[src/nlb_defines.svh]
`ifndef NLB_DEFINES_SVH
`define NLB_DEFINES_SVH

// Line address, line data and counter widths
`define NLB_ADDR_W  20
`define NLB_LINE_W  64
`define NLB_CNT_W   32
`define NLB_MODE_W  3

// Register port
`define NLB_MMIO_AW 16
`define NLB_MMIO_DW 64

// Register byte offsets
`define NLB_OFF_SCRATCH 16'h0100
`define NLB_OFF_SRC     16'h0120
`define NLB_OFF_DST     16'h0128
`define NLB_OFF_NLINES  16'h0130
`define NLB_OFF_CTL     16'h0138
`define NLB_OFF_CFG     16'h0140
`define NLB_OFF_STATUS  16'h0160
`define NLB_OFF_NREADS  16'h0168
`define NLB_OFF_NWRITES 16'h0170

`endif

[src/nlb_pkg.sv]
`default_nettype none
`include "nlb_defines.svh"

package nlb_pkg;

   // ------------------------------
   // Test modes
   // ------------------------------
   // Codes 3 to 7 run as WRITE
   typedef enum logic [`NLB_MODE_W-1:0]
   {
      LPBK1 = 3'd0,
      READ  = 3'd1,
      WRITE = 3'd2
   } test_mode_e;

   // Per-line sequencing
   typedef enum logic [2:0]
   {
      IDLE,
      RD_OP,
      WR_OP,
      ADVANCE,
      DONE
   } fsm_state_e;

   // ------------------------------
   // Register word layouts
   // ------------------------------
   // CTL, bit 0 is the active low test reset
   typedef struct packed
   {
      logic [`NLB_MMIO_DW-4:0] rsvd;
      logic                    force_cmp;
      logic                    start;
      logic                    reset_n;
   } ctl_view_s;

   // CFG, only the mode field at 4:2 survives
   typedef struct packed
   {
      logic [`NLB_MMIO_DW-6:0] rsvd_hi;
      logic [`NLB_MODE_W-1:0]  mode;
      logic [1:0]              rsvd_lo;
   } cfg_view_s;

   // One register word, read by offset as control or as config
   typedef union packed
   {
      logic [`NLB_MMIO_DW-1:0] raw;
      ctl_view_s               ctl;
      cfg_view_s               cfg;
   } csr_wdata_u;

endpackage

`default_nettype wire

[src/nlb_csr.sv]
`default_nettype none
`include "nlb_defines.svh"

module nlb_csr
(
   input  wire                      Clk_400,
   input  wire                      arst_n,
   // Register port
   input  wire                      mmio_req,
   input  wire                      mmio_we,
   input  wire [`NLB_MMIO_AW-1:0]   mmio_addr,
   input  wire [`NLB_MMIO_DW-1:0]   mmio_wdata,
   output logic                     mmio_ack,
   output logic [`NLB_MMIO_DW-1:0]  mmio_rdata,
   // Test status
   input  wire                      running,
   input  wire                      done,
   input  wire [`NLB_CNT_W-1:0]     num_reads,
   input  wire [`NLB_CNT_W-1:0]     num_writes,
   // Test setup
   output logic                     test_rst_n,
   output logic                     start,
   output logic                     force_cmp,
   output nlb_pkg::test_mode_e      mode,
   output logic [`NLB_ADDR_W-1:0]   src_base,
   output logic [`NLB_ADDR_W-1:0]   dst_base,
   output logic [`NLB_CNT_W-1:0]    num_lines
);

   logic                      req_q;
   logic                      access;
   logic                      wr_stb;
   logic [`NLB_MODE_W-1:0]    mode_q;
   logic [`NLB_MMIO_DW-1:0]   scratch_q;
   nlb_pkg::csr_wdata_u       wword;
   nlb_pkg::csr_wdata_u       rword;

   // ------------------------------
   // Four-phase handshake
   // ------------------------------
   // Req is sampled once, ack trails the sample by one edge
   always_ff @(posedge Clk_400 or negedge arst_n)
   begin
      if (!arst_n)
      begin
         req_q    <= 1'b0;
         mmio_ack <= 1'b0;
      end
      else
      begin
         req_q    <= mmio_req;
         mmio_ack <= req_q;
      end
   end

   // Exactly one access per request, on the edge that raises ack
   assign access    = req_q && !mmio_ack;
   assign wr_stb    = access && mmio_we;
   assign wword.raw = mmio_wdata;

   // ------------------------------
   // Register file
   // ------------------------------
   always_ff @(posedge Clk_400 or negedge arst_n)
   begin
      if (!arst_n)
      begin
         scratch_q  <= '0;
         test_rst_n <= 1'b0;
         start      <= 1'b0;
         force_cmp  <= 1'b0;
         src_base   <= '0;
         dst_base   <= '0;
         num_lines  <= '0;
         mode_q     <= '0;
      end
      else
      begin
         // Scratchpad and CTL live through test reset
         if (wr_stb && mmio_addr == `NLB_OFF_SCRATCH)
            scratch_q <= wword.raw;
         if (wr_stb && mmio_addr == `NLB_OFF_CTL)
         begin
            test_rst_n <= wword.ctl.reset_n;
            start      <= wword.ctl.start;
            force_cmp  <= wword.ctl.force_cmp;
         end
         // Test setup, cleared by test reset and locked during a run
         if (!test_rst_n)
         begin
            src_base  <= '0;
            dst_base  <= '0;
            num_lines <= '0;
            mode_q    <= '0;
         end
         else if (wr_stb && !running)
         begin
            case (mmio_addr)
               `NLB_OFF_SRC:    src_base  <= wword.raw[`NLB_ADDR_W-1:0];
               `NLB_OFF_DST:    dst_base  <= wword.raw[`NLB_ADDR_W-1:0];
               `NLB_OFF_NLINES: num_lines <= wword.raw[`NLB_CNT_W-1:0];
               `NLB_OFF_CFG:    mode_q    <= wword.cfg.mode;
               default:         ;
            endcase
         end
      end
   end

   // Unlisted codes pass through, the FSM runs them as WRITE
   assign mode = nlb_pkg::test_mode_e'(mode_q);

   // ------------------------------
   // Read back
   // ------------------------------
   always_comb
   begin
      rword.raw = '0;
      case (mmio_addr)
         `NLB_OFF_SCRATCH: rword.raw = scratch_q;
         `NLB_OFF_SRC:     rword.raw[`NLB_ADDR_W-1:0] = src_base;
         `NLB_OFF_DST:     rword.raw[`NLB_ADDR_W-1:0] = dst_base;
         `NLB_OFF_NLINES:  rword.raw[`NLB_CNT_W-1:0] = num_lines;
         `NLB_OFF_CTL:
         begin
            rword.ctl.reset_n   = test_rst_n;
            rword.ctl.start     = start;
            rword.ctl.force_cmp = force_cmp;
         end
         `NLB_OFF_CFG:     rword.cfg.mode = mode_q;
         // completion flag only
         `NLB_OFF_STATUS:  rword.raw[0] = done;
         `NLB_OFF_NREADS:  rword.raw[`NLB_CNT_W-1:0] = num_reads;
         `NLB_OFF_NWRITES: rword.raw[`NLB_CNT_W-1:0] = num_writes;
         default:          rword.raw = '0;
      endcase
   end

   // Held for the whole ack high phase
   always_ff @(posedge Clk_400)
   begin
      if (access && !mmio_we)
         mmio_rdata <= rword.raw;
   end

   // Ack rises only for a request the host is still holding
   ack_needs_req: assert property (@(posedge Clk_400) disable iff (!arst_n)
      $rose(mmio_ack) |-> $past(mmio_req));

endmodule

`default_nettype wire

[src/nlb_test_fsm.sv]
`default_nettype none

module nlb_test_fsm
(
   input  wire                      Clk_400,
   input  wire                      arst_n,
   // From the register file
   input  wire                      test_rst_n,
   input  wire                      start,
   input  wire                      force_cmp,
   input  wire nlb_pkg::test_mode_e mode,
   // Memory op and line status
   input  wire                      op_done,
   input  wire                      last_line,
   output logic                     rd_go,
   output logic                     wr_go,
   output logic                     lpbk,
   // Counter control
   output logic                     clear,
   output logic                     line_adv,
   output logic                     cnt_rd,
   output logic                     cnt_wr,
   // Test status
   output logic                     running,
   output logic                     done
);

   nlb_pkg::fsm_state_e state;
   nlb_pkg::fsm_state_e state_nxt;
   logic                rd_first;
   logic                start_ok;
   logic                launch;
   logic                line_end;

   // ------------------------------
   // Mode decode
   // ------------------------------
   always_comb
   begin
      case (mode)
         nlb_pkg::LPBK1:
         begin
            lpbk     = 1'b1;
            rd_first = 1'b1;
         end
         nlb_pkg::READ:
         begin
            lpbk     = 1'b0;
            rd_first = 1'b1;
         end
         // WRITE and every unused code
         default:
         begin
            lpbk     = 1'b0;
            rd_first = 1'b0;
         end
      endcase
   end

   // ------------------------------
   // Pulses
   // ------------------------------
   assign start_ok = test_rst_n && start && state == nlb_pkg::IDLE;
   // First op of each line with line_idx already pointing at it
   assign launch   = start_ok || (test_rst_n && state == nlb_pkg::ADVANCE);
   assign cnt_rd   = state == nlb_pkg::RD_OP && op_done;
   assign cnt_wr   = state == nlb_pkg::WR_OP && op_done;
   assign rd_go    = launch && rd_first;
   // Loopback chains its write straight after the read
   assign wr_go    = (launch && !rd_first) || (cnt_rd && lpbk && !force_cmp);
   assign line_end = cnt_wr || (cnt_rd && !lpbk);
   assign line_adv = line_end && !last_line && !force_cmp;
   assign clear    = !test_rst_n || start_ok;

   // ------------------------------
   // State
   // ------------------------------
   always_comb
   begin
      state_nxt = state;
      case (state)
         nlb_pkg::IDLE:
            if (start_ok)
               state_nxt = rd_first ? nlb_pkg::RD_OP : nlb_pkg::WR_OP;
         nlb_pkg::RD_OP:
            if (op_done)
            begin
               if (wr_go)
                  state_nxt = nlb_pkg::WR_OP;
               else
                  state_nxt = line_adv ? nlb_pkg::ADVANCE : nlb_pkg::DONE;
            end
         nlb_pkg::WR_OP:
            if (op_done)
               state_nxt = line_adv ? nlb_pkg::ADVANCE : nlb_pkg::DONE;
         nlb_pkg::ADVANCE:
            state_nxt = rd_first ? nlb_pkg::RD_OP : nlb_pkg::WR_OP;
         // DONE waits for test reset
         default:
            state_nxt = state;
      endcase
   end

   always_ff @(posedge Clk_400 or negedge arst_n)
   begin
      if (!arst_n)
         state <= nlb_pkg::IDLE;
      else if (!test_rst_n)
         state <= nlb_pkg::IDLE;
      else
         state <= state_nxt;
   end

   assign running = state != nlb_pkg::IDLE && state != nlb_pkg::DONE;
   assign done    = state == nlb_pkg::DONE;

   state_legal: assert property (@(posedge Clk_400) disable iff (!arst_n)
      state inside {nlb_pkg::IDLE, nlb_pkg::RD_OP, nlb_pkg::WR_OP,
                    nlb_pkg::ADVANCE, nlb_pkg::DONE});

endmodule

`default_nettype wire

[src/nlb_line_counter.sv]
`default_nettype none
`include "nlb_defines.svh"

module nlb_line_counter
(
   input  wire                    Clk_400,
   input  wire                    arst_n,
   input  wire                    clear,
   input  wire                    line_adv,
   input  wire                    cnt_rd,
   input  wire                    cnt_wr,
   input  wire [`NLB_CNT_W-1:0]   num_lines,
   output logic [`NLB_CNT_W-1:0]  line_idx,
   output logic                   last_line,
   output logic [`NLB_CNT_W-1:0]  num_reads,
   output logic [`NLB_CNT_W-1:0]  num_writes
);

   localparam logic [`NLB_CNT_W-1:0] cnt_one = {{(`NLB_CNT_W-1){1'b0}}, 1'b1};

   logic [`NLB_CNT_W-1:0] lines_eff;
   logic [`NLB_CNT_W-1:0] idx_nxt;

   // A zero count still runs one line
   assign lines_eff = (num_lines == '0) ? cnt_one : num_lines;
   assign idx_nxt   = line_idx + cnt_one;
   assign last_line = idx_nxt == lines_eff;

   // Line index and completed traffic
   always_ff @(posedge Clk_400 or negedge arst_n)
   begin
      if (!arst_n)
      begin
         line_idx   <= '0;
         num_reads  <= '0;
         num_writes <= '0;
      end
      else if (clear)
      begin
         line_idx   <= '0;
         num_reads  <= '0;
         num_writes <= '0;
      end
      else
      begin
         if (line_adv)
            line_idx <= idx_nxt;
         if (cnt_rd)
            num_reads <= num_reads + cnt_one;
         if (cnt_wr)
            num_writes <= num_writes + cnt_one;
      end
   end

endmodule

`default_nettype wire

[src/nlb_mem_port.sv]
`default_nettype none
`include "nlb_defines.svh"

module nlb_mem_port
(
   input  wire                     Clk_400,
   input  wire                     arst_n,
   // From the FSM
   input  wire                     rd_go,
   input  wire                     wr_go,
   input  wire                     lpbk,
   output logic                    op_done,
   // Addressing
   input  wire [`NLB_ADDR_W-1:0]   src_base,
   input  wire [`NLB_ADDR_W-1:0]   dst_base,
   input  wire [`NLB_CNT_W-1:0]    line_idx,
   // Memory port
   output logic                    mem_req,
   output logic                    mem_we,
   output logic [`NLB_ADDR_W-1:0]  mem_addr,
   output logic [`NLB_LINE_W-1:0]  mem_wdata,
   input  wire                     mem_ack,
   input  wire [`NLB_LINE_W-1:0]   mem_rdata
);

   logic                   wait_low;
   logic [`NLB_ADDR_W-1:0] line_off;
   logic [`NLB_LINE_W-1:0] idx_data;
   logic [`NLB_LINE_W-1:0] rd_line;

   // Buffers are line addressed, the offset is just the index
   assign line_off = line_idx[`NLB_ADDR_W-1:0];
   // WRITE mode pattern
   assign idx_data = {{(`NLB_LINE_W-`NLB_CNT_W){1'b0}}, line_idx};

   // ------------------------------
   // Request handshake
   // ------------------------------
   // req up on go, down on ack, op_done once ack is seen low
   always_ff @(posedge Clk_400 or negedge arst_n)
   begin
      if (!arst_n)
      begin
         mem_req  <= 1'b0;
         mem_we   <= 1'b0;
         wait_low <= 1'b0;
         op_done  <= 1'b0;
      end
      else
      begin
         op_done <= 1'b0;
         if (rd_go || wr_go)
         begin
            mem_req <= 1'b1;
            mem_we  <= wr_go;
         end
         else if (mem_req && mem_ack)
         begin
            mem_req  <= 1'b0;
            wait_low <= 1'b1;
         end
         else if (wait_low && !mem_ack)
         begin
            wait_low <= 1'b0;
            op_done  <= 1'b1;
         end
      end
   end

   // ------------------------------
   // Address and data
   // ------------------------------
   always_ff @(posedge Clk_400)
   begin
      if (rd_go || wr_go)
      begin
         mem_addr  <= wr_go ? dst_base + line_off : src_base + line_off;
         mem_wdata <= lpbk ? rd_line : idx_data;
      end
      // Loopback line, kept until its write is issued
      if (mem_req && mem_ack && !mem_we)
         rd_line <= mem_rdata;
   end

   req_stable: assert property (@(posedge Clk_400) disable iff (!arst_n)
      mem_req && $past(mem_req) |-> $stable(mem_addr) && $stable(mem_wdata));

   // The FSM waits for op_done, so no go while an op is open
   go_when_idle: assert property (@(posedge Clk_400) disable iff (!arst_n)
      (rd_go || wr_go) |-> !mem_req && !wait_low);

endmodule

`default_nettype wire

[src/nlb_top.sv]
`default_nettype none
`include "nlb_defines.svh"

module nlb_top
(
   input  wire                     Clk_400,
   input  wire                     arst_n,
   // Register port
   input  wire                     mmio_req,
   input  wire                     mmio_we,
   input  wire [`NLB_MMIO_AW-1:0]  mmio_addr,
   input  wire [`NLB_MMIO_DW-1:0]  mmio_wdata,
   output wire                     mmio_ack,
   output wire [`NLB_MMIO_DW-1:0]  mmio_rdata,
   // Memory port
   output wire                     mem_req,
   output wire                     mem_we,
   output wire [`NLB_ADDR_W-1:0]   mem_addr,
   output wire [`NLB_LINE_W-1:0]   mem_wdata,
   input  wire                     mem_ack,
   input  wire [`NLB_LINE_W-1:0]   mem_rdata
);

   // ------------------------------
   // Setup and status
   // ------------------------------
   wire                      test_rst_n;
   wire                      start;
   wire                      force_cmp;
   wire nlb_pkg::test_mode_e mode;
   wire [`NLB_ADDR_W-1:0]    src_base;
   wire [`NLB_ADDR_W-1:0]    dst_base;
   wire [`NLB_CNT_W-1:0]     num_lines;
   wire [`NLB_CNT_W-1:0]     num_reads;
   wire [`NLB_CNT_W-1:0]     num_writes;
   wire                      running;
   wire                      done;

   // FSM pulses and line state
   wire                      rd_go;
   wire                      wr_go;
   wire                      lpbk;
   wire                      op_done;
   wire                      clear;
   wire                      line_adv;
   wire                      cnt_rd;
   wire                      cnt_wr;
   wire                      last_line;
   wire [`NLB_CNT_W-1:0]     line_idx;

   nlb_csr u_csr
   (
      .Clk_400, .arst_n,
      .mmio_req, .mmio_we, .mmio_addr, .mmio_wdata, .mmio_ack, .mmio_rdata,
      .running, .done, .num_reads, .num_writes,
      .test_rst_n, .start, .force_cmp, .mode,
      .src_base, .dst_base, .num_lines
   );

   nlb_test_fsm u_fsm
   (
      .Clk_400, .arst_n,
      .test_rst_n, .start, .force_cmp, .mode,
      .op_done, .last_line, .rd_go, .wr_go, .lpbk,
      .clear, .line_adv, .cnt_rd, .cnt_wr,
      .running, .done
   );

   nlb_line_counter u_counter
   (
      .Clk_400, .arst_n,
      .clear, .line_adv, .cnt_rd, .cnt_wr, .num_lines,
      .line_idx, .last_line, .num_reads, .num_writes
   );

   nlb_mem_port u_mem_port
   (
      .Clk_400, .arst_n,
      .rd_go, .wr_go, .lpbk, .op_done,
      .src_base, .dst_base, .line_idx,
      .mem_req, .mem_we, .mem_addr, .mem_wdata, .mem_ack, .mem_rdata
   );

endmodule

`default_nettype wire

[config.mk]
export PLATFORM = sky130hd
export DESIGN_NAME = nlb_top
export DESIGN_NICKNAME = d
export VERILOG_FILES = /design/src/nlb_pkg.sv /design/src/nlb_csr.sv /design/src/nlb_test_fsm.sv /design/src/nlb_line_counter.sv /design/src/nlb_mem_port.sv /design/src/nlb_top.sv
export VERILOG_INCLUDE_DIRS = /design/src
export SDC_FILE = /design/constraint.sdc
export NUM_CORES = 1
export LEC_CHECK = 0
export BUFFER_PORTS_ARGS = -buffer_cell sky130_fd_sc_hd__buf_2
export CAP_MARGIN = 20
export CORE_MARGIN = 2
export CORE_UTILIZATION = 50
export CTS_CLUSTER_DIAMETER = 150
export DETAILED_ROUTE_END_ITERATION = 12
export PLACE_DENSITY = 0.82
export SLEW_MARGIN = 20
export SYNTH_ARGS = -nofsm -noshare
export SYNTH_HDL_FRONTEND = slang
export SYNTH_SLANG_ARGS = --single-unit
export TNS_END_PERCENT = 50
[constraint.sdc]
create_clock -name Clk_400 -period 5.05 [get_ports Clk_400]
set_input_delay 0.505 -clock Clk_400 [delete_from_list [all_inputs] [get_ports Clk_400]]
set_output_delay 0.505 -clock Clk_400 [all_outputs]
set_load 0.02 [all_outputs]
# After elaboration in Yosys (flattened, before gate mapping)
# Cells that the tools add are included.
[op_classes]
n_addsub = 5
n_mul = 0
div = 0
n_lt_le_gt_ge = 0
eq_ne = 25
shifts = 0
n_mux = 44
n_bitwise = 1
n_reduce_logical = 53
[ops]
columns = ["op", "count"]
rows = [
  ["$mux 32", 11],
  ["$eq 16x9->1 const B", 9],
  ["$mux 20", 7],
  ["$add 32x1->32 const B", 3],
  ["$pmux 15 s6", 1],
  ["$pmux 12 s4", 1],
  ["$add 20x20->20", 2],
  ["$eq 32x32->1", 1],
  ["$logic_not 32->1", 1],
  ["$mux 3", 9],
  ["$logic_and 1x1->1", 22],
  ["$pmux 1 s8", 2],
  ["$pmux 2 s7", 1],
  ["$pmux 3 s4", 1],
  ["$logic_not 1->1", 10],
  ["$ne 2x2->1 const B", 5],
  ["$reduce_and 2->1", 5],
  ["$reduce_bool 2->1", 5],
  ["$mux 1", 9],
  ["$ne 3x2->1 const B", 3],
  ["$pmux 1 s7", 1],
  ["$eq 3x1->1 const B", 2],
  ["$eq 3x2->1 const B", 2],
  ["$logic_not 3->1", 2],
  ["9 further kinds", 13],
]
[totals]
ff_bits = 459
latchBits = 0
ramBits = 0
rom_bits = 0
input_bits = 149
out_inout_bits = 151
elab_cells = 152
memories = 0

# Logic depth before layout (Yosys ltp)
# Gate-level depths: netlist of run 1.
[logic_depth]
depth_word = 12
depth_mapped = 21
depth_no_buf = 19

# Cells and area by module
# A second synthesis of run 1 with hierarchy kept.
[hier_totals]
hier_cells = 1844
hier_area_um2 = 21698.3
[modules_own_cells]
columns = ["mod", "instances", "cells_per_inst", "area_each_um2", "seq_area_each_um2"]
rows = [
  ["nlb_csr", 1, 759, 9128.8, 5525.3],
  ["nlb_mem_port", 1, 380, 6362.4, 4544.4],
  ["nlb_line_counter", 1, 651, 5779.3, 2402.3],
  ["nlb_test_fsm", 1, 54, 427.9, 75.1],
]

# Least setup slack after synthesis of run 1
# Ideal clock, no wire load.
[synth_timing]
path_kind = "register to register"
start = "reg u_csr.mmio_ack"
end = "reg u_csr.mmio_rdata[0], enable pin"
setup_time_ns = 0.578
arrival_time_ns = 5.199
required_ns = 4.472
slack_ns = -0.727
stages_incl_launch_ff = 2
n_path_buf = 0
synth_period_minus_slack_ns = 5.777
cell_sequence = "dfrtp_1 -> nor3b_1"
[synth_via]
elab_chain_len = 3
[synth_rtl]
columns = ["item", "line_no", "text"]
rows = [
  ["start: declaration", "nlb_csr.sv:13", "output logic mmio_ack,"],
  ["start signal: assignment", "nlb_csr.sv:52", "mmio_ack <= req_q;"],
  ["$logic_not 1->1", "nlb_csr.sv:57", "assign access = req_q && !mmio_ack;"],
  ["$logic_and 1x1->1", "nlb_csr.sv:57", ""],
  ["$logic_and 1x1->1", "nlb_csr.sv:141", "if (access && !mmio_we)"],
  ["end signal: assignment", "nlb_csr.sv:142", "mmio_rdata <= rword.raw;"],
  ["end: declaration", "nlb_csr.sv:14", "output logic [`NLB_MMIO_DW-1:0] mmio_rdata,"],
]
# Every way passes these cells.
# A chain may end at the register's enable or synchronous reset.

# Worst setup path after layout of run 1
[layout_timing]
start = "reg u_fsm.state[1]"
end = "reg u_mem_port.mem_addr[18], data pin"
[layout_via]
elab_chain_len = 6
word_cells_on_any_way = 12
classes_between = "eq/ne: 2; mux: 1; reduce/logical: 9"
[layout_rtl]
columns = ["item", "line_no", "text"]
rows = [
  ["start: declaration", "nlb_test_fsm.sv:28", "nlb_pkg::fsm_state_e state;"],
  ["start signal: assignment", "nlb_test_fsm.sv:107", "state <= nlb_pkg::IDLE;"],
  ["start signal: assignment", "nlb_test_fsm.sv:109", "state <= nlb_pkg::IDLE;"],
  ["start signal: assignment", "nlb_test_fsm.sv:111", "state <= state_nxt;"],
  ["$eq 3x2->1 (tied with other cells)", "nlb_test_fsm.sv:65", "assign launch = start_ok || (test_rst_n && state == nlb_pkg::ADVANCE);"],
  ["$logic_and 1x1->1 (on tied branches)", "nlb_test_fsm.sv:65, nlb_test_fsm.sv:63, nlb_test_fsm.sv:66", ""],
  ["$logic_or 1x1->1 / $logic_and 1x1->1 (equally long branches)", "nlb_test_fsm.sv:65, nlb_test_fsm.sv:70", ""],
  ["$logic_and 1x1->1", "nlb_test_fsm.sv:70", "assign wr_go = (launch && !rd_first) || (cnt_rd && lpbk && !force_cmp);"],
  ["$logic_or 1x1->1 (*)", "nlb_test_fsm.sv:70", ""],
  ["$mux 20 (*)", "nlb_mem_port.sv:77", "mem_addr <= wr_go ? dst_base + line_off : src_base + line_off;"],
  ["end signal: assignment", "nlb_mem_port.sv:77", ""],
  ["end: declaration", "nlb_mem_port.sv:20", "output logic [`NLB_ADDR_W-1:0] mem_addr,"],
]
# Mark *: on every way between the ends. The rest lies on a longest branch, timed or not.

==> results of run 1 <==
## power groups by stage
| stage | Clock (µW) | Sequential, µW | Combinational, µW |
|---|---|---|---|
| global placement | 0 | 3990 | 157 |
| CTS | 3720 | 3910 | 162 |
| detailed placement | 0 | 3990 | 161 |
| floorplan | 0 | 4000 | 10.3 |
| global route | 3850 | 3910 | 176 |
| finish | 3650 | 3910 | 161 |
## cell families after synthesis
family,after synthesis
AND/OR/NAND/NOR,643
flip-flops,459
AO/OA/AOI/OAI,320
multiplexers,128
buffers and inverters,118
XOR/XNOR,111
adder cells (fa/ha/maj),23
## registers in the layout, summed over array words and instances (netlist names), 32 cells and up
register	count
u_counter.num_reads	32
u_counter.num_writes	32
u_mem_port.mem_wdata	64
u_counter.line_idx	32
u_mem_port.rd_line	64
u_csr.scratch_q	64
u_csr.num_lines	32
u_csr.mmio_rdata	64
## routing by layer
layer / vias up / part of all wire, %
li1: 7093 / -
met1: 7662 / 40
met2: 742 / 46
met3: 123 / 11
met4: 0 / 3.5
met5: - / 0
## placed cells by master (no fill, tap or decap), drive strengths merged, types with 16 or more instances in the layout
cell	netlist	routed
clkbuf	83	61
nand2	220	220
clkinv	0	20
ha	22	22
a22oi	56	56
a21oi	53	53
mux2	116	116
dfrtp	247	247
or3	41	41
o21ai	56	56
nand4	34	34
and2	79	79
buf	15	326
nand3	61	61
xnor2	48	48
nor3	18	18
edfxtp	212	212
xor2	62	62
inv	20	22
a21boi	73	73
nor4	16	16
nor2	111	111
## timing repair
item / CTS / global route
setup buffers: 0 / 0
hold buffers: 1 / 0
endpoints found under the hold margin: 96 / 0
## final timing paths
kind	startpoint	end	slack [ps]	cells past startpoint
worst max-delay path	u_fsm.state[1]$_DFFE_PN0P_	u_mem_port.mem_addr[18]$_DFFE_PN_	730	20
worst min-delay path	mmio_req	u_csr.req_q$_DFF_PN0_	30	1
worst max register to register	u_fsm.state[1]$_DFFE_PN0P_	u_mem_port.mem_addr[18]$_DFFE_PN_	730	20
worst min register to register	u_csr.req_q$_DFF_PN0_	u_csr.mmio_ack$_DFF_PN0_	410	0
max in group asynchronous	arst_n	u_csr.scratch_q[55]$_DFFE_PN0P_	3320	3
min in group asynchronous	arst_n	u_csr.scratch_q[11]$_DFFE_PN0P_	520	2
## metrics by stage
stage	std cells	hold WS (ps)	power, µW	util [%]	setup WS [ps]
2_1_floorplan	1802	209.4	4015	-	859.5
3_3_place_gp	2568	390.2	4144	55.57	932.3
3_5_place_dp	2568	400.0	4148	55.57	794.2
4_1_cts	2659	5.350	7791	59.52	779.4
5_1_grt	2661	11.59	7942	59.56	400.3
6_report	2663	28.87	7722	59.57	725.6
## final cells by class
cell class              instances  share of cell area [%]
well taps                     539                   2.705
inverters                      20                  0.3061
clock inverters                29                   1.199
repair buffers                327                   7.076
flip-flops and latches        459                   50.32
multi-input cells            1225                   32.97
diodes                          3                 0.03011
clock buffers                  61                   5.390
==> results.json, run 1 <==
{
  "slowest_delay_ps": 480,
  "htreeDepth": 2,
  "overflow": 0,
  "use_met1_pct": 33.75,
  "synth_async_sr_flop_share_pct": 53.81,
  "ys_ff_latch": 459,
  "synth_cell_types": 75,
  "fmax_mhz": 231.2,
  "vias": 15620,
  "drive_gt1_share_pct": 25.84,
  "synthAdderAreaFrac_pct": 1.395,
  "antenna_found_initial": 3,
  "finalCriticalPeriod_ps": 4324,
  "postSynthCellCount": 1802,
  "start_kind": "flop",
  "yosysMostFrequentCell": "dfrtp_1",
  "rows": 75,
  "netlist_area_um2": 21170,
  "cellPowerDensity_nw_per_um2": 309.7,
  "p_sw_share_pct": 20.78,
  "crit_path_end_kind": "flop",
  "start_util_pct": 50.59,
  "maxCapViolations": 0,
  "grt_use_total_pct": 25.83,
  "synth_compound_area_share_pct": 10.60,
  "synth-simple-area-share_pct": 15.16,
  "yosysTopAreaCell": "edfxtp_1",
  "syn_avg_cell_area_um2": 11.75,
  "dieArea_um2": 44010,
  "slew_viol_final": 0,
  "drtIter0Drc": 1576,
  "grt_pass1_wl_mm": 87.46,
  "path_max_fanout": 13,
  "internal_power_uw": 6117,
  "hold_path_class": "in2reg",
  "fin_tns_setup_ps": 0,
  "fin_area_um2": 24930,
  "grt_max_degree": 100,
  "synth_top_family_by_area": "simple AND/OR/NAND/NOR gates",
  "grt_pass1_vias": 15400,
  "synth_top_flop_cell": "dfrtp_1",
  "seq_area_frac_synth_pct": 59.26,
  "grtUsageMet3_pct": 8.379,
  "post-route-period-util_pct": 85.63,
  "cts_resized": 0,
  "core_um2": 41850,
  "rsz0062_at_grt": "no",
  "grt_util_met2_pct": 40.53,
  "critPathBufInv": 2,
  "clock_sinks": 459,
  "slowest_stage": "dfrtp_1",
  "setup_viol": 0,
  "tightest_slew_ps": 1009,
  "drc_errors": 0,
  "crit_family": "compound AO/OA/AOI/OAI gates",
  "syn_to_final_growth_pct": 17.76,
  "wl_per_cell_um": 21.51,
  "synth_edf_count": 212,
  "numPortBuffers": 299,
  "ios": 300,
  "clock-root-buffer": "clkbuf_16",
  "via_per_inst": 5.866,
  "path_cells": "nor2_1 > nand2_1 > nand2_1 > nand3b_1 > nor2_1 > nor2_1 > buf_4 > mux2_2 > ha_1 > inv_1 > fa_1 > nor2b_1 > o21ai_0 > nand2_1 > a21o_1 > a31o_2 > a41oi_1 > a31oi_1 > a211o_1 > xor2_1",
  "skew_ps": 29.16,
  "fillerInstances": 3319,
  "max_slew_margin_pct": 32.59,
  "synthXorXnorAreaFrac_pct": 4.657,
  "postPlaceCellArea_um2": 23260,
  "chipWidth_um": 209.8,
  "clock_path_buffers": 3,
  "drtPass1Iterations": 7,
  "cts_tree": "done",
  "ff_latch_area_um2": 12550,
  "gp_congestion": 0.9209,
  "power_frac_seq_pct": 50.7,
  "crit_arrival_ps": 4650,
  "multiInputGateArea_um2": 8220,
  "p_sw_uw": 1604,
  "crit_required_ps": 5380,
  "clkLatencyLatePin_ps": 590,
  "final_hold_viol_count": 0,
  "die_h_um": 209.8,
  "synth_top_area_share_pct": 30.07,
  "p_leak_uw": 0.009917,
  "peakVddDrop_v": 0.0002950,
  "yosys_warnings": 0,
  "pwr-share-clk_pct": 47.2,
  "totalWireLength_mm": 57.29,
  "syn_nets": 1974,
  "ys_top_cells_by_area": "edfxtp_1, dfrtp_1, mux2_2, nand2_1, a21boi_0",
  "setup.worst_path.class": "reg2reg",
  "nets": 2253,
  "clk_pin_slew_worst_paths_ps": 60,
  "top_usage_layer": "met2",
  "cts_buffers": 48,
  "synth_common_cells": "dfrtp_1, nand2_1, edfxtp_1",
  "dpl.hpwl_mm": 40.87,
  "synth_mux_area_share_pct": 6.737,
  "comb_power_share_pct": 2.1,
  "status": "completed",
  "ant_nets": 0
}
Power figures use the tool's default switching activity.
==> run 2: changes to the inputs <==
--- a/config.mk
+++ b/config.mk
@@ -13,6 +13,7 @@
 export CTS_CLUSTER_DIAMETER = 150
 export DETAILED_ROUTE_END_ITERATION = 12
 export PLACE_DENSITY = 0.82
+export REMOVE_ABC_BUFFERS = 1
 export SLEW_MARGIN = 20
 export SYNTH_ARGS = -nofsm -noshare
 export SYNTH_HDL_FRONTEND = slang
==> run 2 against run 1 <==
  * Count of clock-buffer cells in the layout up 2
  * Setup slack worse by 210 ps
  * Utilization rose by 0.081 points
  * Sequential share of layout area decreased by 0.068 points
  * Largest cell class unchanged
==> results.json, run 2 (synthesized netlist as in run 1, its figures left out) <==
{
  "status": "completed",
  "clock_path_buffers": 3,
  "grt_pass1_vias": 15550,
  "cts_buffers": 48,
  "start_kind": "flop",
  "drc_errors": 0,
  "dieArea_um2": 44010,
  "wl_per_cell_um": 21.47,
  "gp_congestion": 0.9236,
  "setup.worst_path.class": "reg2reg",
  "die_h_um": 209.8,
  "p_sw_uw": 1582,
  "totalWireLength_mm": 57.11,
  "peakVddDrop_v": 0.0003377,
  "slowest_delay_ps": 790,
  "antenna_found_initial": 6,
  "finalCriticalPeriod_ps": 4536,
  "path_max_fanout": 12,
  "nets": 2251,
  "pwr-share-clk_pct": 48.4,
  "rsz0062_at_grt": "no",
  "fillerInstances": 3345,
  "max_slew_margin_pct": 27.20,
  "overflow": 0,
  "ant_nets": 0,
  "crit_required_ps": 5360,
  "internal_power_uw": 6299,
  "syn_to_final_growth_pct": 17.92,
  "layout_commonest_cell": "buf_2",
  "tightest_slew_ps": 1092,
  "setup_viol": 0,
  "final_hold_viol_count": 0,
  "rows": 75,
  "skew_ps": 16.00,
  "mostFrequentLayoutCells": "buf_2, dfrtp_1, nand2_1",
  "crit_top_cell": "nor2_1",
  "chipWidth_um": 209.8,
  "htreeDepth": 2,
  "clock_sinks": 459,
  "crit_arrival_ps": 4840,
  "drtIter0Drc": 1519,
  "power_frac_seq_pct": 49.7,
  "cts_resized": 0,
  "hold_path_class": "in2reg",
  "p_leak_uw": 0.009918,
  "clkLatencyLatePin_ps": 580,
  "clk_pin_slew_worst_paths_ps": 60,
  "comb_power_share_pct": 2.0,
  "cts_tree": "done",
  "ios": 300,
  "crit_family": "compound AO/OA/AOI/OAI gates",
  "crit_path_end_kind": "flop",
  "core_um2": 41850,
  "fin_area_um2": 24970,
  "drtPass1Iterations": 6,
  "stdcell_count": 2660,
  "start_util_pct": 50.59,
  "dpl.hpwl_mm": 39.42,
  "dpl.cell_count": 2567,
  "path_cells": "nor4bb_1 > nand2_1 > nor2_1 > nor2_1 > buf_4 > mux2_2 > ha_1 > a21o_1 > a21oi_1 > nand2b_1 > a2111oi_0 > nor2_1 > a311oi_1 > a311o_1 > o41ai_1 > xnor2_1",
  "fin_tns_setup_ps": 0,
  "cellPowerDensity_nw_per_um2": 315.6,
  "maxCapViolations": 0,
  "grt_max_degree": 175,
  "clock-root-buffer": "clkbuf_16",
  "drive_gt1_share_pct": 25.50,
  "postPlaceCellArea_um2": 23240,
  "slowest_stage": "a2111oi_0",
  "critPathBufInv": 1,
  "via_per_inst": 5.987,
  "numPortBuffers": 299,
  "post-route-period-util_pct": 89.83,
  "vias": 15930,
  "fmax_mhz": 220.4,
  "final_util_pct": 59.65,
  "grt_use_total_pct": 25.77,
  "grt_pass1_wl_mm": 88.11,
  "slew_viol_final": 0,
  "p_sw_share_pct": 20.07
}
run 2: worst reg2reg max path: stages (launching register included):
cell,delay [ps]
dfrtp_1,510
nor4bb_1,550
nand2_1,180
nor2_1,160
nor2_1,70
buf_4,200
mux2_2,300
ha_1,280
a21o_1,100
a21oi_1,80
nand2b_1,180
a2111oi_0,790
nor2_1,120
a311oi_1,310
a311o_1,190
o41ai_1,90
xnor2_1,140
run 2: power by group through the flow:
stage / logic (µW) / clock network, µW / registers, µW
after floorplan: 10.1 / 0 / 4010
after global placement: 153 / 0 / 3990
after detailed placement: 157 / 0 / 3990
after CTS: 158 / 3860 / 3910
after global routing: 172 / 4000 / 3910
final: 154 / 3810 / 3910
run 2: path summary, 6_finish.rpt:
check / from / endpoint / slack (ps) / depth (start not counted)
min: mmio_req / u_csr.req_q$_DFF_PN0_ / 40 / 1
min reg2reg: u_csr.req_q$_DFF_PN0_ / u_csr.mmio_ack$_DFF_PN0_ / 410 / 0
min in group asynchronous: arst_n / u_csr.scratch_q[7]$_DFFE_PN0P_ / 470 / 2
max reg2reg: u_fsm.state[2]$_DFFE_PN0P_ / u_mem_port.mem_addr[19]$_DFFE_PN_ / 510 / 16
max in group asynchronous: arst_n / u_counter.line_idx[13]$_DFFE_PN0P_ / 3120 / 3
max: u_fsm.state[2]$_DFFE_PN0P_ / u_mem_port.mem_addr[19]$_DFFE_PN_ / 510 / 16
run 2: layer usage:
layer | vias up | track usage (%) | share of wire [%]
li1 | 7093 | - | -
met1 | 7834 | 35.27 | 40
met2 | 829 | 40.42 | 46
met3 | 164 | 5.417 | 9.5
met4 | 6 | 10.37 | 4.1
met5 | - | 0 | 0.060
run 2: area by class of cell:
cell class,instances,area [µm²],share of cell area (%)
clock buffer,63,1341,5.372
multi-input combinational,1225,8219,32.92
tap,539,674.4,2.701
timing repair buffer,325,1733,6.941
antenna,3,7.507,0.03007
inverter,20,76.32,0.3057
clock inverter,26,367.9,1.473
sequential,459,12550,50.26
run 2: timing repair:
item | 4_1_cts | 5_1_grt
buffers inserted | 0 | 0
endpoints found under the hold margin | 73 | 0
hold buffers | 1 | 0
run 2: per-stage QoR:
stage               setup WS (ps)  hold slack [ps]  power, µW
floorplan                   -1369            209.4       4016
global placement            886.4            374.1       4140
detailed placement          680.1            389.7       4144
CTS                         617.0            10.93       7932
global route                294.5            29.08       8088
finish                      513.6            38.68       7880
==> run 3: changes to the inputs <==
--- a/config.mk
+++ b/config.mk
@@ -13,7 +13,7 @@
 export CTS_CLUSTER_DIAMETER = 150
 export DETAILED_ROUTE_END_ITERATION = 12
 export PLACE_DENSITY = 0.82
-export REMOVE_ABC_BUFFERS = 1
+export RECOVER_POWER = 25
 export SLEW_MARGIN = 20
 export SYNTH_ARGS = -nofsm -noshare
 export SYNTH_HDL_FRONTEND = slang
==> run 3 against run 2 <==
  * The flow now finishes with violations (capacitance limit, slew limit)
  * Critical path depth is 4 higher
  * Flip-flop and latch count is the same
  * Die area is the same
  * Non-clock buffer count up 2
  * Register-to-register slack gained 210 ps
  * Combinational power increased by 3%
  * Hold slack worse by 8.7 ps
  * Sequential power about the same
  * Routed wire length rose by 0.40%
  * Global-route usage rose by 0.059 points
  * Cell count hardly changed
  * Final area fell by 0.57%
==> results.json, run 3 (synthesized netlist as in run 1, its figures left out) <==
{
  "cellPowerDensity_nw_per_um2": 311.0,
  "drive_gt1_share_pct": 23.20,
  "status": "complete, but fails checks",
  "drtPass1Iterations": 7,
  "syn_to_final_growth_pct": 17.24,
  "grt_max_degree": 100,
  "drc_errors": 0,
  "setup_ws_ps": 726.5,
  "clk_pin_slew_worst_paths_ps": 60,
  "worstSetupStartpoint": "u_fsm.state[1]$_DFFE_PN0P_",
  "grt_pass1_vias": 15400,
  "clock_sinks": 459,
  "maxCapViolations": 2,
  "ios": 300,
  "gp_congestion": 0.9209,
  "tightest_slew_ps": 2551,
  "violations": "capacitance limit, slew limit",
  "worstRegToRegCells": 20,
  "peakVddDrop_v": 0.0002966,
  "cts_buffers": 48,
  "drtIter0Drc": 1675,
  "hold_path_class": "in2reg",
  "ant_nets": 0,
  "antenna_found_initial": 3,
  "numPortBuffers": 299,
  "fmax_mhz": 231.3,
  "p_leak_uw": 0.009758,
  "layout_commonest_cell": "dfrtp_1",
  "dpl.hpwl_mm": 40.87,
  "max_slew_margin_pct": -70.05,
  "final_hold_viol_count": 0,
  "slowest_delay_ps": 480,
  "slew_viol_final": 144,
  "mostFrequentLayoutCells": "dfrtp_1, buf_2, nand2_1",
  "path_cells": "nor2_1 > nand2_1 > nand2_1 > nand3b_1 > nor2_1 > nor2_1 > buf_4 > mux2_2 > ha_1 > inv_1 > fa_1 > nor2b_1 > o21ai_0 > nand2_1 > a21o_1 > a31o_2 > a41oi_1 > a31oi_1 > a211o_1 > xor2_1",
  "chipWidth_um": 209.8,
  "dieArea_um2": 44010,
  "core_um2": 41850,
  "start_util_pct": 50.59,
  "clkLatencyLatePin_ps": 590,
  "setup_viol": 0,
  "skew_ps": 25.46,
  "post-route-period-util_pct": 85.61,
  "crit_required_ps": 5380,
  "cts_tree": "done",
  "finalCriticalPeriod_ps": 4323,
  "setup.worst_path.class": "reg2reg",
  "r2r-end": "u_mem_port.mem_addr[18]$_DFFE_PN_",
  "grt_pass1_wl_mm": 87.46,
  "fillerInstances": 3353,
  "path_max_fanout": 13,
  "via_per_inst": 5.895,
  "stdcell_count": 2662,
  "r2r_setup_slack_ps": 730,
  "pre_cts_ws_ps": 794.2,
  "fin_tns_setup_ps": 0,
  "post-cts-setup-buffers": 0,
  "nets": 2253,
  "wl_per_cell_um": 21.54,
  "clock_path_buffers": 3,
  "totalWireLength_mm": 57.34,
  "rows": 75,
  "r2r_start": "u_fsm.state[1]$_DFFE_PN0P_",
  "overflow": 0,
  "htreeDepth": 2,
  "rsz0062_at_grt": "no",
  "vias": 15690,
  "slowest_stage": "dfrtp_1",
  "crit_path_end_kind": "flop",
  "die_h_um": 209.8,
  "start_kind": "flop",
  "crit_end": "u_mem_port.mem_addr[18]$_DFFE_PN_",
  "dpl.cell_count": 2568,
  "grt_use_total_pct": 25.83,
  "crit_arrival_ps": 4650,
  "clock-root-buffer": "clkbuf_16"
}
[run 3: changes by cell type in the layout (fill, tap and decap cells not counted), sizes merged]
cell    before  now
diode        3    2
buf        324  271
bufinv       9    5
inv         21   22
clkbuf      63  116
clkinv      14   20
[run 3: where the power goes]
part	internal [µW]	total, µW	switching, µW
Sequential	3910	3910	3.35
Combinational	52.7	158	105
Clock	2150	3650	1500
Total	6110	7720	1610
[run 3: routing by layer]
layer / vias to the layer above / wire length, µm / GRT usage [%]
li1: 7103 / - / -
met1: 7676 / 23010 / 33.75
met2: 782 / 26190 / 40.53
met3: 132 / 6154 / 8.379
met4: 0 / 1990 / 9.391
met5: - / 0 / 0
[run 3: cell type report]
cell class,count,area (µm²),share of cell area (%)
Timing Repair Buffer,327,1674,6.744
Inverter,20,76.32,0.3075
Multi-Input combinational cell,1225,8204,33.05
Sequential cell,459,12550,50.54
Clock inverter,29,299.0,1.205
Antenna cell,2,5.005,0.02016
Clock buffer,61,1344,5.413
Tap cell,539,674.4,2.717
[run 3: timing repair]
item | 4_1_cts | 5_1_grt
endpoints found under the hold margin | 96 | 0
hold buffers | 1 | 0
gates resized for setup | 0 | 0
[run 3: how the worst min path moves through the flow]
stage	slack, ps	startpoint	to	cells after the start
3_3_place_gp	390	u_csr.req_q$_DFF_PN0_	u_csr.mmio_ack$_DFF_PN0_	0
6_report	30	mmio_req	u_csr.req_q$_DFF_PN0_	1
5_1_grt	10	mmio_req	u_csr.req_q$_DFF_PN0_	1
4_1_cts	5	mmio_req	u_csr.req_q$_DFF_PN0_	1
3_5_place_dp	400	u_csr.req_q$_DFF_PN0_	u_csr.mmio_ack$_DFF_PN0_	0
2_1_floorplan	210	arst_n	u_counter.line_idx[0]$_DFFE_PN0P_	0
[run 3: critical path, delay by kind of cell (launching register included)]
family                   cells  cell delay [ps]
buffers and inverters        2              330
XOR/XNOR                     1              140
AND/OR/NAND/NOR              8              870
adder cells (fa/ha/maj)      2              420
flip-flops                   1              480
AO/OA/AOI/OAI                6             1440
multiplexers                 1              370
[run 3: through the flow]
| step | utilization (%) | total power [µW] | hold WS, ps | area (µm²) |
|---|---|---|---|---|
| 2_1_floorplan | - | 4015 | 209.4 | 21180 |
| 3_3_place_gp | 55.57 | 4144 | 390.2 | 23260 |
| 3_5_place_dp | 55.57 | 4148 | 400.0 | 23260 |
| 4_1_cts | 59.52 | 7791 | 5.350 | 24910 |
| 5_1_grt | 59.31 | 7939 | 11.59 | 24820 |
| 6_report | 59.31 | 7721 | 29.94 | 24820 |
